File: src/epsm_pkg.sv
`default_nettype none

package epsm_pkg;

	// ******************************
	// bus and register widths
	// ******************************
	typedef logic [14:0] cpu_addr_t; // no A15 on the cart edge
	typedef logic [7:0]  cpu_data_t;
	typedef logic [7:0]  reg_index_t;
	typedef logic [9:0]  period_a_t;
	typedef logic [7:0]  period_b_t;
	typedef logic [1:0]  port_sel_t; // picks one of $401C..$401F

	// cpu pins as seen by the cartridge
	typedef struct packed {
		cpu_addr_t addr;
		cpu_data_t data;
		logic      rw;       // high = read
		logic      romsel_n; // low for $8000..$FFFF
	} cpu_bus_t;

	// one accepted write to a sound-chip port
	typedef struct packed {
		port_sel_t port;
		cpu_data_t data;
	} port_write_t;

	typedef struct packed {
		logic enable_a;
		logic enable_b;
		logic permit_a;
		logic permit_b;
		logic unmask_a;
		logic unmask_b;
	} timer_ctrl_t;

	typedef enum logic {m2_low, m2_high} bus_state_t;

	localparam cpu_addr_t port_base = 15'h401C;

	// sound-chip register indices
	localparam reg_index_t idx_period_a_hi = 8'h24;
	localparam reg_index_t idx_period_a_lo = 8'h25;
	localparam reg_index_t idx_period_b    = 8'h26;
	localparam reg_index_t idx_control     = 8'h27;
	localparam reg_index_t idx_unmask      = 8'h29;

endpackage

`default_nettype wire

File: src/bus_cycle_fsm.sv
`timescale 1ns/1ps
`default_nettype none

module bus_cycle_fsm (
	input  wire                     clk,
	input  wire                     rst,
	input  wire                     m2,
	input  wire epsm_pkg::cpu_bus_t cpu,
	output logic                    wr,
	output epsm_pkg::port_write_t   wdata
);

	// ******************************
	// m2 synchronizer
	// ******************************
	logic m2_meta;
	logic m2_sync;

	always_ff @(posedge clk) begin
		if (!rst) begin
			m2_meta <= 1'b0;
			m2_sync <= 1'b0;
		end else begin
			m2_meta <= m2;
			m2_sync <= m2_meta;
		end
	end

	// ******************************
	// bus phase tracking
	// ******************************
	epsm_pkg::bus_state_t state;
	epsm_pkg::cpu_bus_t   cap;    // bus as of the last m2-high clk
	logic                 hit;
	logic                 pend;   // falling edge seen, judged cycle

	// write to $401C..$401F, outside rom space
	assign hit = !cap.rw && cap.romsel_n &&
		cap.addr >= epsm_pkg::port_base &&
		cap.addr <= epsm_pkg::port_base + 15'd3;

	always_ff @(posedge clk) begin
		if (m2_sync) begin
			cap <= cpu; // keep sampling until m2 drops
		end
	end

	always_ff @(posedge clk) begin
		if (!rst) begin
			state <= epsm_pkg::m2_low;
			pend  <= 1'b0;
			wr    <= 1'b0;
		end else begin
			pend <= 1'b0;
			wr   <= pend; // one stage after the judgement
			case (state)
				epsm_pkg::m2_low: begin
					if (m2_sync) begin
						state <= epsm_pkg::m2_high;
					end
				end
				epsm_pkg::m2_high: begin
					if (!m2_sync) begin
						state <= epsm_pkg::m2_low;
						pend  <= hit;
					end
				end
				default: state <= epsm_pkg::m2_low;
			endcase
		end
	end

	// cap is frozen while m2 is low, so this holds through wr
	assign wdata.port = cap.addr[1:0];
	assign wdata.data = cap.data;

endmodule

`default_nettype wire

File: src/epsm_irq_top.sv
`timescale 1ns/1ps
`default_nettype none

module epsm_irq_top #(
	parameter int DIV_A      = 900, // clk cycles per timer A tick
	parameter int DIV_B_MULT = 16   // timer B tick is this many A ticks
) (
	input  wire                  clk,
	input  wire                  rst,
	input  wire epsm_pkg::cpu_addr_t cpu_addr,
	input  wire epsm_pkg::cpu_data_t cpu_data,
	input  wire                  cpu_rw,
	input  wire                  cpu_romsel_n,
	input  wire                  m2,
	output logic                 irq_n
);

	// ******************************
	// internal nets
	// ******************************
	epsm_pkg::cpu_bus_t    cpu_bus;
	epsm_pkg::port_write_t wdata;
	logic                  wr;

	epsm_pkg::period_a_t   period_a;
	epsm_pkg::period_b_t   period_b;
	epsm_pkg::timer_ctrl_t ctrl;
	logic [1:0]            clr;   // bit 0 = A, bit 1 = B

	logic                  ovf_a;
	logic                  ovf_b;

	assign cpu_bus = '{
		addr:     cpu_addr,
		data:     cpu_data,
		rw:       cpu_rw,
		romsel_n: cpu_romsel_n
	};

	// ******************************
	// cpu side
	// ******************************
	bus_cycle_fsm bus_fsm0 (
		.clk   (clk),
		.rst   (rst),
		.m2    (m2),
		.cpu   (cpu_bus),
		.wr    (wr),
		.wdata (wdata)
	);

	epsm_regs regs0 (
		.clk      (clk),
		.rst      (rst),
		.wr       (wr),
		.wdata    (wdata),
		.period_a (period_a),
		.period_b (period_b),
		.ctrl     (ctrl),
		.clr      (clr)
	);

	// ******************************
	// timers and irq
	// ******************************
	epsm_timer #(.WIDTH(10), .DIV(DIV_A)) timer_a (
		.clk    (clk),
		.rst    (rst),
		.enable (ctrl.enable_a),
		.period (period_a),
		.ovf    (ovf_a)
	);

	epsm_timer #(.WIDTH(8), .DIV(DIV_A * DIV_B_MULT)) timer_b (
		.clk    (clk),
		.rst    (rst),
		.enable (ctrl.enable_b),
		.period (period_b),
		.ovf    (ovf_b)
	);

	irq_flags flags0 (
		.clk   (clk),
		.rst   (rst),
		.ovf_a (ovf_a),
		.ovf_b (ovf_b),
		.ctrl  (ctrl),
		.clr   (clr),
		.irq_n (irq_n)
	);

endmodule

`default_nettype wire

File: src/epsm_regs.sv
`timescale 1ns/1ps
`default_nettype none

module epsm_regs (
	input  wire                        clk,
	input  wire                        rst,
	input  wire                        wr,
	input  wire epsm_pkg::port_write_t wdata,
	output epsm_pkg::period_a_t        period_a,
	output epsm_pkg::period_b_t        period_b,
	output epsm_pkg::timer_ctrl_t      ctrl,
	output logic [1:0]                 clr
);

	epsm_pkg::reg_index_t index;
	logic                 data_wr;  // ports 1 and 3
	logic                 index_wr; // ports 0 and 2

	assign data_wr  = wr && wdata.port[0];
	assign index_wr = wr && !wdata.port[0];

	// ******************************
	// index latch
	// ******************************
	always_ff @(posedge clk) begin
		if (!rst) begin
			index <= '0;
		end else if (index_wr) begin
			index <= wdata.data;
		end
	end

	// ******************************
	// register file
	// ******************************
	always_ff @(posedge clk) begin
		if (!rst) begin
			period_a <= '0;
			period_b <= '0;
			ctrl     <= '0;
		end else if (data_wr) begin
			case (index)
				epsm_pkg::idx_period_a_hi: begin
					period_a[9:2] <= wdata.data;
				end
				epsm_pkg::idx_period_a_lo: begin
					period_a[1:0] <= wdata.data[1:0]; // upper bits unused
				end
				epsm_pkg::idx_period_b: begin
					period_b <= wdata.data;
				end
				epsm_pkg::idx_control: begin
					ctrl.enable_a <= wdata.data[0];
					ctrl.enable_b <= wdata.data[1];
					ctrl.permit_a <= wdata.data[2];
					ctrl.permit_b <= wdata.data[3];
				end
				epsm_pkg::idx_unmask: begin
					ctrl.unmask_a <= wdata.data[0];
					ctrl.unmask_b <= wdata.data[1];
				end
				default: begin
					// other chip registers are not ours
				end
			endcase
		end
	end

	// flag reset requests, valid only during the wr cycle
	always_comb begin
		clr = 2'b00;
		if (data_wr && index == epsm_pkg::idx_control) begin
			clr = wdata.data[5:4];
		end
	end

endmodule

`default_nettype wire

File: src/epsm_timer.sv
`timescale 1ns/1ps
`default_nettype none

module epsm_timer #(
	parameter int WIDTH = 10,
	parameter int DIV   = 900
) (
	input  wire              clk,
	input  wire              rst,
	input  wire              enable,
	input  wire [WIDTH-1:0]  period,
	output logic             ovf
);

	localparam int PW = (DIV > 1) ? $clog2(DIV) : 1;

	// ******************************
	// prescaler
	// ******************************
	logic [PW-1:0] pre;
	logic          tick;

	assign tick = (pre == PW'(DIV - 1));

	always_ff @(posedge clk) begin
		if (!rst) begin
			pre <= '0;
		end else if (tick) begin
			pre <= '0;
		end else begin
			pre <= pre + 1'b1; // free running, even when disabled
		end
	end

	// ******************************
	// reloading up-counter
	// ******************************
	logic [WIDTH-1:0] cnt;

	always_ff @(posedge clk) begin
		if (!rst) begin
			cnt <= '0;
			ovf <= 1'b0;
		end else begin
			ovf <= 1'b0;
			if (!enable) begin
				cnt <= '0;
			end else if (tick) begin
				if (cnt == '0) begin
					cnt <= period; // reload
				end else if (cnt == {WIDTH{1'b1}}) begin
					cnt <= '0;
					ovf <= 1'b1;
				end else begin
					cnt <= cnt + 1'b1;
				end
			end
		end
	end

endmodule

`default_nettype wire

File: src/irq_flags.sv
`timescale 1ns/1ps
`default_nettype none

module irq_flags (
	input  wire                        clk,
	input  wire                        rst,
	input  wire                        ovf_a,
	input  wire                        ovf_b,
	input  wire epsm_pkg::timer_ctrl_t ctrl,
	input  wire [1:0]                  clr,
	output logic                       irq_n
);

	logic flag_a;
	logic flag_b;
	logic set_a;
	logic set_b;

	// overflow only counts when permitted
	assign set_a = ovf_a && ctrl.permit_a;
	assign set_b = ovf_b && ctrl.permit_b;

	// ******************************
	// sticky flags
	// ******************************
	always_ff @(posedge clk) begin
		if (!rst) begin
			flag_a <= 1'b0;
			flag_b <= 1'b0;
		end else begin
			flag_a <= set_a || (flag_a && !clr[0]); // set beats clear
			flag_b <= set_b || (flag_b && !clr[1]);
		end
	end

	// open-drain style, low while any unmasked flag is up
	assign irq_n = !((flag_a && ctrl.unmask_a) || (flag_b && ctrl.unmask_b));

endmodule

`default_nettype wire

File: config.mk
export PLATFORM = sky130hd
export DESIGN_NAME = epsm_irq_top
export DESIGN_NICKNAME = d
export VERILOG_FILES = /design/src/epsm_pkg.sv /design/src/bus_cycle_fsm.sv /design/src/epsm_irq_top.sv /design/src/epsm_regs.sv /design/src/epsm_timer.sv /design/src/irq_flags.sv
export SDC_FILE = /design/constraint.sdc
export NUM_CORES = 1
export LEC_CHECK = 0
export BUFFER_PORTS_ARGS = -buffer_cell sky130_fd_sc_hd__buf_4
export CORE_UTILIZATION = 56
export CTS_BUF_LIST = sky130_fd_sc_hd__clkbuf_4
export CTS_CLUSTER_SIZE = 8
export DETAILED_ROUTE_END_ITERATION = 10
export PLACE_DENSITY = 0.77
export SYNTH_ARGS = -nofsm -noshare
export SYNTH_HDL_FRONTEND = slang
export SYNTH_SLANG_ARGS = --single-unit
File: constraint.sdc
create_clock -name clk -period 1.6 [get_ports clk]
set_input_delay 0.16 -clock clk [delete_from_list [all_inputs] [get_ports clk]]
set_output_delay 0.16 -clock clk [all_outputs]
set_load 0.01 [all_outputs]
# Word level (Yosys, flattened, before mapping)
# Cells that the tools add are included.
# word_totals
ff_bits	108
input_bits	28
out_inout_bits	1
word_cells	90
# classes
add_sub_neg	4
magnitude_cmp	2
n_eq_ne	9
mux	8
bitwise_logic	6
reduce_logical	34
# ops
operator	count
8-bit by 6-bit == test with 1-bit output, second input constant	5
10-bit by 1-bit adder with 10-bit output, second input constant	2
10-bit == test, second input constant	2
10-bit 2-to-1 mux	2
8-bit 2-to-1 mux	2
15-bit greater-or-equal comparator, second input constant	1
15-bit <= comparator, second input constant	1
14-bit by 1-bit adder with 14-bit output, second input constant	1
14-bit == test, second input constant	1
2-bit AND reduction	7
1-bit logical AND	12
10-bit logical NOT	1
8-bit by 1-bit adder with 8-bit output, second input constant	1
8-bit == test, second input constant	1
8-bit logical NOT	1
4-bit OR reduction	2
1-bit NOT	6
1-bit logical NOT	5
2-bit OR reduction	2
1-bit logical OR	3
1-bit 2-to-1 mux	3
3-bit OR reduction	1
2-bit 2-to-1 mux	1

# Depth between registers and ports, before layout
# Gate-level depths: netlist of run 1.
# logic_depth
depth_word	6
depth_mapped	7

# Hierarchy
# Synthesis of run 1 repeated with hierarchy kept, for this count alone.
# unflattened
cells_unflattened	451
hier_area_um2	4755.8
# modules_own_cells
mod	instances	cells_each	area_per_inst_um2	seq_area_each_um2
epsm_regs	1	126	1283.7	640.6
epsm_timer (timer_b)	1	137	1248.7	460.4
epsm_timer (timer_a)	1	128	1122.3	420.4
bus_cycle_fsm	1	51	1011.0	850.8
irq_flags	1	9	90.1	40.0

# Least setup slack after synthesis of run 1
# Ideal clock, no wire load.
# synth_path
kind	reg2reg
startpoint	reg timer_a.pre[0]
endpoint	reg timer_a.cnt[6]
t_arrival_ns	1.513
t_required_ns	1.484
path_slack_ns	-0.029
path_stages_with_launch	6
n_path_buf	0
synth_period_minus_slack_ns	1.629
path_cell_list	dfxtp_1 ha_1 and4bb_2 nand4_1 or3_1 o211a_1
# synth_via
elab_chain_len	1
# synth_lines
element	line	source
from (decl)	epsm_timer.sv:20	logic [PW-1:0] pre;
from (signal assigned)	epsm_timer.sv:31	pre <= pre + 1'b1;
10-bit == test	epsm_timer.sv:23	assign tick = (pre == PW'(DIV - 1));
to (signal assigned)	epsm_timer.sv:50	cnt <= period;
to (signal assigned)	epsm_timer.sv:55	cnt <= cnt + 1'b1;
to (decl)	epsm_timer.sv:38	logic [WIDTH-1:0] cnt;
# No other way between the ends.
# A chain may end at the register's enable or synchronous reset.

# Final worst setup path of run 1
# layout_path
startpoint	reg timer_a.cnt[1]
endpoint	reg timer_a.cnt[3]
# layout_via
elab_chain_len	3
# layout_lines
element	line	source
10-bit by 1-bit adder with 10-bit output / 10-bit == test (equally long branches)	epsm_timer.sv:55, epsm_timer.sv:51	
10-bit 2-to-1 mux	epsm_timer.sv:51	end else if (cnt == {WIDTH{1'b1}}) begin
10-bit 2-to-1 mux (*)	epsm_timer.sv:49	if (cnt == '0) begin
# Every way passes the cells marked *; elsewhere a longest branch is shown, timed or not.

==> results.json, run 1 <==
{
  "cap_viol_max_count": 0,
  "cts_buffer_depth": 2,
  "synth_nets": 485,
  "final_cell_mix": "dfxtp_1 (74), buf_4 (72), nand2_1 (65)",
  "hold_start": "rst",
  "postPlaceCellArea_um2": 5130,
  "die_h_um": 92.0,
  "cpPeakStageDelay_ns": 0.36,
  "vias": 3675,
  "start_util_pct": 58.4,
  "fill_cells": 511,
  "nets": 575,
  "path_cells": "inv_2 > ha_4 > nor4b_4 > and3_4 > buf_6 > a21oi_1 > o22ai_1",
  "slew-limit-headroom_pct": 64.5,
  "utilization_pct": 74.2,
  "final_common_cell": "dfxtp_1",
  "yosysSeqAreaShare_pct": 52.5,
  "port_buffers": 27,
  "yosysTopAreaCellShare_pct": 36.6,
  "grt_pass1_vias": 3675,
  "slew_violations": 0,
  "diodes": 0,
  "min_period_ns": 1.58,
  "antenna_found_initial": 0,
  "wire_per_inst_um": 16.4,
  "finalInstanceArea_um2": 5760,
  "preCtsSetupSlack_ns": -0.0565,
  "cp_slowest_cell": "dfxtp_2",
  "track_usage_pct": 25.7,
  "overflow": 0,
  "multi_input_area_um2": 2190,
  "core_um2": 7770,
  "cts_tree": "yes",
  "finalHoldViolCount": 0,
  "synth_top_cell_by_area": "dfxtp_1",
  "fin_skew_ns": 0.0268,
  "ios": 29,
  "vias_per_cell": 5.67,
  "synth_edf_count": 24,
  "setup_viol": 0,
  "crit_family": "simple AND/OR/NAND/NOR gates",
  "gp_congestion": 0.919,
  "die_area_um2": 8470,
  "crit_type": "register to register",
  "cellPowerDensity_nw_per_um2": 767,
  "clk_latency_ns": 0.47,
  "dr.pass1.iters": 4,
  "ant_nets": 0,
  "r2r_slack_ns": 0.02,
  "critPathLaunch": "timer_a.cnt[1]",
  "clk_pin_slew_ns": 0.17,
  "htreeDepth": 3,
  "irDropWorstVdd_v": 0.000708,
  "area_growth_pct": 27.0,
  "syn_area_um2": 4540,
  "avgSynthCellArea_um2": 10.1,
  "synth.distinct_cells": 58,
  "cp_num_buf_inv": 2,
  "worstPathMaxFanout": 4,
  "rsz0062_at_grt": "yes",
  "layout_setup_ws_ns": 0.0220,
  "fmax_mhz": 634,
  "cts_buffers": 9,
  "end_kind": "register",
  "dp.cells": 600,
  "grt_max_degree": 27,
  "p_leak_uw": 0.00225,
  "layout-drive-gt1-share_pct": 26.4,
  "dp.final_hpwl_um": 6550,
  "cts-root-buf": "clkbuf_4",
  "synth.area.top_cells": "dfxtp_1 (37%), edfxtp_1 (16%), nand2_1 (5.6%)",
  "timing.rr.start": "timer_a.cnt[1]",
  "synth_warnings": 0,
  "syn_inst": 451,
  "fin_crit_sh_pct": 98.6,
  "cts.sinks": 107,
  "die_width_um": 92.0,
  "drc": 0,
  "tightest_slew_ns": 0.532,
  "seq_area_um2": 2390,
  "drt-total-wl_um": 10600,
  "async_flop_share_pct": 0,
  "required_ns": 1.99,
  "status": "finished, final reports clean",
  "start_kind": "register",
  "first_iter_violations": 183,
  "cp.arrival_ns": 1.96,
  "instances_no_fill": 648,
  "hold_class": "input port to register",
  "synth_ff_type": "dfxtp_1",
  "grt_pass1_wl_um": 17100,
  "rows": 32,
  "ys_seq_elements": 107
}
==> flip-flops by register name, indices dropped and copies added (netlist names), 6 cells and up <==
register,count
regs0.ctrl,6
bus_fsm0.wdata,9
timer_b.cnt,8
timer_a.cnt,10
timer_a.pre,10
bus_fsm0.cap,15
regs0.index,8
regs0.period_a,10
timer_b.pre,14
regs0.period_b,8
==> metal layers <==
| layer | vias to the layer above | routed length, µm | part of all wire [%] | global-route usage (%) |
|---|---|---|---|---|
| met5 | - | 0 | 0 | 0 |
| met4 | 0 | 254 | 2.4 | 8.98 |
| met3 | 26 | 397 | 3.7 | 4.73 |
| met2 | 90 | 5470 | 51 | 45.6 |
| met1 | 1756 | 4520 | 42 | 31.2 |
| li1 | 1803 | - | - | - |
==> synth_stat cells, drive strengths merged (11+ instances only) <==
library cell	number
a21oi	13
and2	12
and3	11
clkbuf	16
dfxtp	83
edfxtp	24
mux2i	25
nand2	68
nand3	21
nand4	13
nor2	27
nor2b	13
xor2	16
==> power by group <==
group / switching [µW] / internal, µW / total [µW] / leakage (µW)
clock: 985 / 393 / 1380 / 0.0000794
sequential: 21.2 / 2800 / 2820 / 0.000895
combinational: 94.5 / 127 / 221 / 0.00127
==> final timing paths <==
check / depth (start not counted) / end
min: 3 / timer_a.pre[8]
min reg2reg: 1 / timer_b.pre[0]
max reg2reg: 7 / timer_a.cnt[3]
max: 7 / timer_a.cnt[3]
==> worst register-to-register path: stages, from the launching register on <==
cell,delay (ns)
dfxtp_2,0.36
inv_2,0.09
ha_4,0.13
nor4b_4,0.28
and3_4,0.28
buf_6,0.12
a21oi_1,0.07
o22ai_1,0.19
==> per-stage QoR <==
stage / power, µW / hold slack [ns] / setup TNS, ns
floorplan: 2940 / 0.259 / 0
global placement: 3030 / 0.338 / 0
detailed placement: 3040 / 0.339 / -0.134
CTS: 4440 / 0.0197 / 0
global route: 4580 / 0.0369 / -0.348
finish: 4420 / 0.0547 / 0
==> cells by family (layout without fill, tap and decap cells) <==
| logic type | count (synthesis) | count (layout) | synth area share (%) |
|---|---|---|---|
| simple gates | 195 | 195 | 23.1 |
| flops | 107 | 107 | 52.5 |
| compound gates | 66 | 66 | 10.4 |
| buf+inv | 32 | 127 | 2.98 |
| mux | 25 | 25 | 5.52 |
| xor+xnor | 20 | 20 | 3.86 |
| fa+ha+maj | 6 | 6 | 1.65 |
==> cell type report <==
class                           instances  area share [%]
Tap cell                              102            2.22
Sequential cell                       107            41.6
Clock inverter                          6            1.22
Inverter                                8           0.521
Timing Repair Buffer                  103            15.2
Multi-Input combinational cell        312            38.0
Clock buffer                           10            1.30
==> what timing repair did <==
item                                    in CTS  in global routing
pin swaps                                    0                 16
hold endpoints to repair                    25                  0
hold buffers                                25                  0
resized for setup                            8                 44
setup buffers                                0                  7
endpoints found under the setup margin      29                 42
No activity file was read; power rests on OpenSTA's default activity.
==> run 2: changes to the inputs <==
BUFFER_PORTS_ARGS = unset   (was -buffer_cell sky130_fd_sc_hd__buf_4)
CORE_UTILIZATION = 59   (was 56)
DONT_BUFFER_PORTS = 1   (was unset)
PLACE_DENSITY = 0.78   (was 0.77)
==> run 2 against run 1 <==
  * Maximum frequency down 1.3%
  * Die area shrank 5.0%
  * Register-to-register slack got worse by 0.02 ns
  * Worst setup slack worse by 0.021 ns
  * Critical path type unchanged
  * Largest cell class unchanged
==> results.json, run 2 (synthesized netlist as in run 1, its figures left out) <==
{
  "cts-root-buf": "clkbuf_4",
  "vias_per_cell": 5.90,
  "top_register": "bus_fsm0.cap",
  "layout-drive-gt1-share_pct": 24.2,
  "area_growth_pct": 24.2,
  "cp_slowest_cell": "or3b_4",
  "cts_tree": "yes",
  "slew_violations": 0,
  "p_leak_uw": 0.00214,
  "die_width_um": 89.7,
  "rows": 31,
  "swShare_pct": 24.8,
  "core_um2": 7330,
  "power_uw": 4320,
  "utilization_pct": 76.9,
  "start_kind": "register",
  "top_layer": "met4",
  "port_buffers": 0,
  "crit_type": "register to register",
  "cp.arrival_ns": 1.97,
  "antenna_found_initial": 0,
  "die_area_um2": 8040,
  "tightest_slew_ns": 0.584,
  "dp.final_hpwl_um": 6560,
  "end_kind": "register",
  "fmax_mhz": 626,
  "ant_nets": 0,
  "fill_cells": 454,
  "route.met2.wl_um": 5660,
  "dr.pass1.iters": 4,
  "ios": 29,
  "preCtsSetupSlack_ns": -0.0761,
  "power_switching_uw": 1070,
  "first_iter_violations": 235,
  "rsz0062_at_grt": "yes",
  "fin_crit_sh_pct": 99.9,
  "fin_skew_ns": 0.0285,
  "grt_max_degree": 56,
  "vias": 3676,
  "setup_viol": 0,
  "grt_pass1_wl_um": 16700,
  "layout_setup_ws_ns": 0.00134,
  "wire_per_inst_um": 17.4,
  "cts_buffer_depth": 2,
  "nets": 553,
  "die_h_um": 89.7,
  "drc": 0,
  "grt_pass1_vias": 3629,
  "clk_pin_slew_ns": 0.19,
  "pwr-share-comb_pct": 3.9,
  "status": "finished, final reports clean",
  "drt-total-wl_um": 10800,
  "hold_class": "input port to register",
  "whs_ns": 0.0241,
  "wl_met1_um": 4440,
  "largest_register_ffs": 15,
  "intPower_uw": 3250,
  "slew-limit-headroom_pct": 61.0,
  "finalHoldViolCount": 0,
  "overflow": 0,
  "seqPwrFrac_pct": 65.2,
  "required_ns": 1.97,
  "cellPowerDensity_nw_per_um2": 767,
  "diodes": 0,
  "final_cell_mix": "dfxtp_1 (74), nand2_1 (66), buf_4 (48)",
  "track_usage_pct": 27.9,
  "final_common_cell": "dfxtp_1",
  "top_regs": "bus_fsm0.cap: 15 flops, timer_b.pre: 14 flops",
  "power_frac_clock_pct": 30.8,
  "routed-wl-met3_um": 497,
  "cap_viol_max_count": 0,
  "path_cells": "nor4b_4 > nand3_2 > or3b_4 > mux2i_1",
  "cpPeakStageDelay_ns": 0.48,
  "htreeDepth": 3,
  "cts.sinks": 107,
  "gp_congestion": 0.899,
  "cts_buffers": 9,
  "clk_latency_ns": 0.48,
  "min_period_ns": 1.60,
  "worstPathMaxFanout": 8,
  "start_util_pct": 61.9,
  "irDropWorstVdd_v": 0.000726
}
[run 2: power groups by stage]
stage | Clock [µW] | Combinational, µW | Sequential, µW
floorplan | 0 | 60.4 | 2880
global placement | 0 | 84.2 | 2870
detailed placement | 0 | 87.0 | 2880
CTS | 1330 | 161 | 2820
global route | 1440 | 186 | 2820
finish | 1330 | 170 | 2820
[run 2: critical path, delay by kind of cell (launching register included)]
| family | cells | cell delay [ns] |
|---|---|---|
| DFF | 1 | 0.37 |
| and+or+nand+nor | 3 | 0.96 |
| muxes | 1 | 0.15 |
[run 2: stage by stage]
| step | area (µm²) | TNS, ns | cells |
|---|---|---|---|
| 3_3_place_gp | 4910 | -0.00607 | 570 |
| 6_report | 5630 | 0 | 623 |
| 3_5_place_dp | 4910 | -0.223 | 570 |
| 5_1_grt | 5630 | -1.38 | 623 |
| 4_1_cts | 5390 | 0 | 616 |
| 2_1_floorplan | 4550 | 0 | 451 |
[run 2: final timing paths]
path	from	endpoint	slack, ns	cells past startpoint
worst min-delay path	rst	flags0.flag_b	0.02	3
worst max-delay path	regs0.index[7]	regs0.period_b[0]	0.001	4
worst max register to register	regs0.index[7]	regs0.period_b[0]	0.001	4
worst min register to register	bus_fsm0.m2_meta	bus_fsm0.m2_sync	0.47	1
[run 2: repair_timing]
action	in CTS	in global routing
gates resized for setup	12	50
endpoints found under the hold margin	90	0
hold buffers	27	0
pin swaps	5	18
setup endpoints to repair	30	49
setup buffers	3	8
[run 2: layer usage]
metal  GRT usage [%]  vias to the layer above
met2            51.2                      111
met1            31.5                     1786
met5               0                        -
li1                -                     1753
met4            9.52                        0
met3            6.86                       26
[run 2: area by class of cell]
cell class | count | area (µm²) | share of cell area [%]
clock buffer | 9 | 67.6 | 1.20
multi-input combinational | 312 | 2230 | 39.6
sequential | 107 | 2390 | 42.5
tap | 99 | 124 | 2.20
inverter | 8 | 30.0 | 0.533
clock inverter | 7 | 68.8 | 1.22
timing repair buffer | 81 | 717 | 12.7
==> run 3: changes to the inputs <==
==> constraint.sdc (replaced) <==
create_clock -name clk -period 1.6 [get_ports clk]
set_input_delay 0.32 -clock clk [delete_from_list [all_inputs] [get_ports clk]]
set_output_delay 0.32 -clock clk [all_outputs]
set_load 0.01 [all_outputs]
==> run 3 against run 2 <==
  * The run now ends with negative setup slack left
  * Clock skew is 0.0039 ns higher
  * Sequential cell count did not move
  * Final cell count fell by 0.96%
  * Sequential share of layout area grew 0.40 points
  * Final area decreased by 0.82%
  * Power up 5.0%
  * Sequential power is essentially flat
  * Routed wire length fell by 4.3%
  * Maximum frequency is 0.49% lower
  * Critical path type unchanged
==> results.json, run 3 (synthesized netlist as in run 1, its figures left out) <==
{
  "status": "finished, violations left",
  "violations": "negative setup slack",
  "r2r_cells": 5,
  "dp.cells": 568,
  "dr.pass1.iters": 7,
  "fin_crit_sh_pct": 100,
  "finalHoldViolCount": 0,
  "nets": 546,
  "cts_tree": "yes",
  "crit_family": "simple AND/OR/NAND/NOR gates",
  "cp.arrival_ns": 1.99,
  "clk_pin_slew_ns": 0.18,
  "r2r_slack_ns": -0.007,
  "cp_slowest_cell": "or3_1",
  "seq_area_um2": 2400,
  "top_register": "bus_fsm0.cap",
  "drt-total-wl_um": 10400,
  "rr_endpoint": "timer_a.cnt[6]",
  "fill_cells": 430,
  "crit_cells": 5,
  "layout-drive-gt1-share_pct": 21.5,
  "ios": 29,
  "htreeDepth": 3,
  "fin_skew_ns": 0.0324,
  "grt_pass1_vias": 3434,
  "irDropWorstVdd_v": 0.000842,
  "slew-limit-headroom_pct": 64.4,
  "required_ns": 1.98,
  "gp_congestion": 0.888,
  "p_leak_uw": 0.00213,
  "slew_violations": 0,
  "clk_latency_ns": 0.47,
  "grt_pass1_wl_um": 16300,
  "end_kind": "register",
  "utilization_pct": 76.2,
  "hold_class": "input port to register",
  "vias_per_cell": 5.82,
  "cts_buffer_depth": 2,
  "rsz0062_at_grt": "yes",
  "wire_per_inst_um": 16.8,
  "cp_num_buf_inv": 0,
  "postPlaceCellArea_um2": 4900,
  "cts-root-buf": "clkbuf_4",
  "path_cells": "ha_4 > and4bb_2 > nand4_1 > or3_1 > o211a_1",
  "die_area_um2": 8040,
  "hold_start": "rst",
  "track_usage_pct": 27.3,
  "whs_ns": 0.0506,
  "timing.rr.start": "timer_a.pre[0]",
  "fmax_mhz": 622,
  "critPathCapture": "timer_a.cnt[6]",
  "die_h_um": 89.7,
  "start_util_pct": 61.9,
  "antenna_found_initial": 1,
  "instances_no_fill": 617,
  "finalInstanceArea_um2": 5590,
  "largest_register_ffs": 15,
  "area_growth_pct": 23.2,
  "worstPathMaxFanout": 5,
  "tightest_slew_ns": 0.533,
  "rows": 31,
  "crit_type": "register to register",
  "grt_max_degree": 42,
  "port_buffers": 0,
  "whs_path_depth": 2,
  "multi_input_area_um2": 2200,
  "vias": 3591,
  "overflow": 0,
  "dp.final_hpwl_um": 6410,
  "core_um2": 7330,
  "min_period_ns": 1.61,
  "ant_nets": 0,
  "final_cell_mix": "dfxtp_1 (72), nand2_1 (67), buf_4 (43)",
  "top_regs": "bus_fsm0.cap: 15 flops, timer_b.pre: 14 flops",
  "final_common_cell": "dfxtp_1",
  "start_kind": "register",
  "cpPeakStageDelay_ns": 0.43,
  "cts.sinks": 107,
  "first_iter_violations": 201,
  "cts_buffers": 9,
  "power_uw": 4540,
  "setup_viol": 1,
  "drc": 0,
  "die_width_um": 89.7,
  "layout_setup_ws_ns": -0.00653,
  "cellPowerDensity_nw_per_um2": 813,
  "cap_viol_max_count": 0,
  "critPathLaunch": "timer_a.pre[0]"
}
==> run 3: cell count changes in the layout (fill, tap and decap cells not counted), moves of 3 or more <==
| cell | delta |
|---|---|
| a21oi_1 | +5 |
| a21oi_2 | -4 |
| buf_4 | -5 |
| buf_6 | -3 |
==> run 3: what timing repair did <==
item                                   CTS  global route
pin swaps                                5            10
buffers inserted                         1             4
endpoints found under the hold margin   65             4
gates resized for setup                 10            40
setup endpoints to repair               32            47
hold buffers                            27             1
==> run 3: metrics by stage <==
step                      setup TNS [ns]  setup WS (ns)
after floorplan                        0         0.0257
after global placement                 0        0.00207
after detailed placement          -0.103        -0.0540
after CTS                              0        0.00907
after global routing              -0.745        -0.0602
final                           -0.00653       -0.00653
==> run 3: final cells by class <==
cell class	count	share of cell area (%)
repair buffers	74	11.7
clock buffers	9	1.21
diodes	1	0.0448
inverters	8	0.537
clock inverters	7	2.02
multi-input cells	312	39.4
well taps	99	2.22
flip-flops and latches	107	42.9
==> run 3: report_power, final <==
group	switching [µW]	total, µW	leakage, µW	internal, µW
Clock	1010	1560	0.0000944	548
Sequential	20.5	2820	0.000896	2800
Combinational	75.9	165	0.00114	89.2
Total	1110	4540	0.00213	3440
==> run 3: how the worst min path moves through the flow <==
| stage | end | slack, ns |
|---|---|---|
| 3_5_place_dp | bus_fsm0.cap[18] | 0.42 |
| 5_1_grt | regs0.period_b[6] | 0.003 |
| 6_report | regs0.period_b[2] | 0.05 |
| 2_1_floorplan | bus_fsm0.m2_sync | 0.41 |
| 3_3_place_gp | bus_fsm0.m2_sync | 0.41 |
| 4_1_cts | regs0.period_a[3] | 0.01 |
==> run 3: metal layers <==
| metal | up-vias | GRT usage, % | share of wire, % |
|---|---|---|---|
| li1 | 1751 | - | - |
| met1 | 1705 | 31.8 | 43 |
| met2 | 111 | 48.6 | 50 |
| met3 | 24 | 7.68 | 4.4 |
| met4 | 0 | 8.66 | 2.3 |
| met5 | - | 0 | 0 |
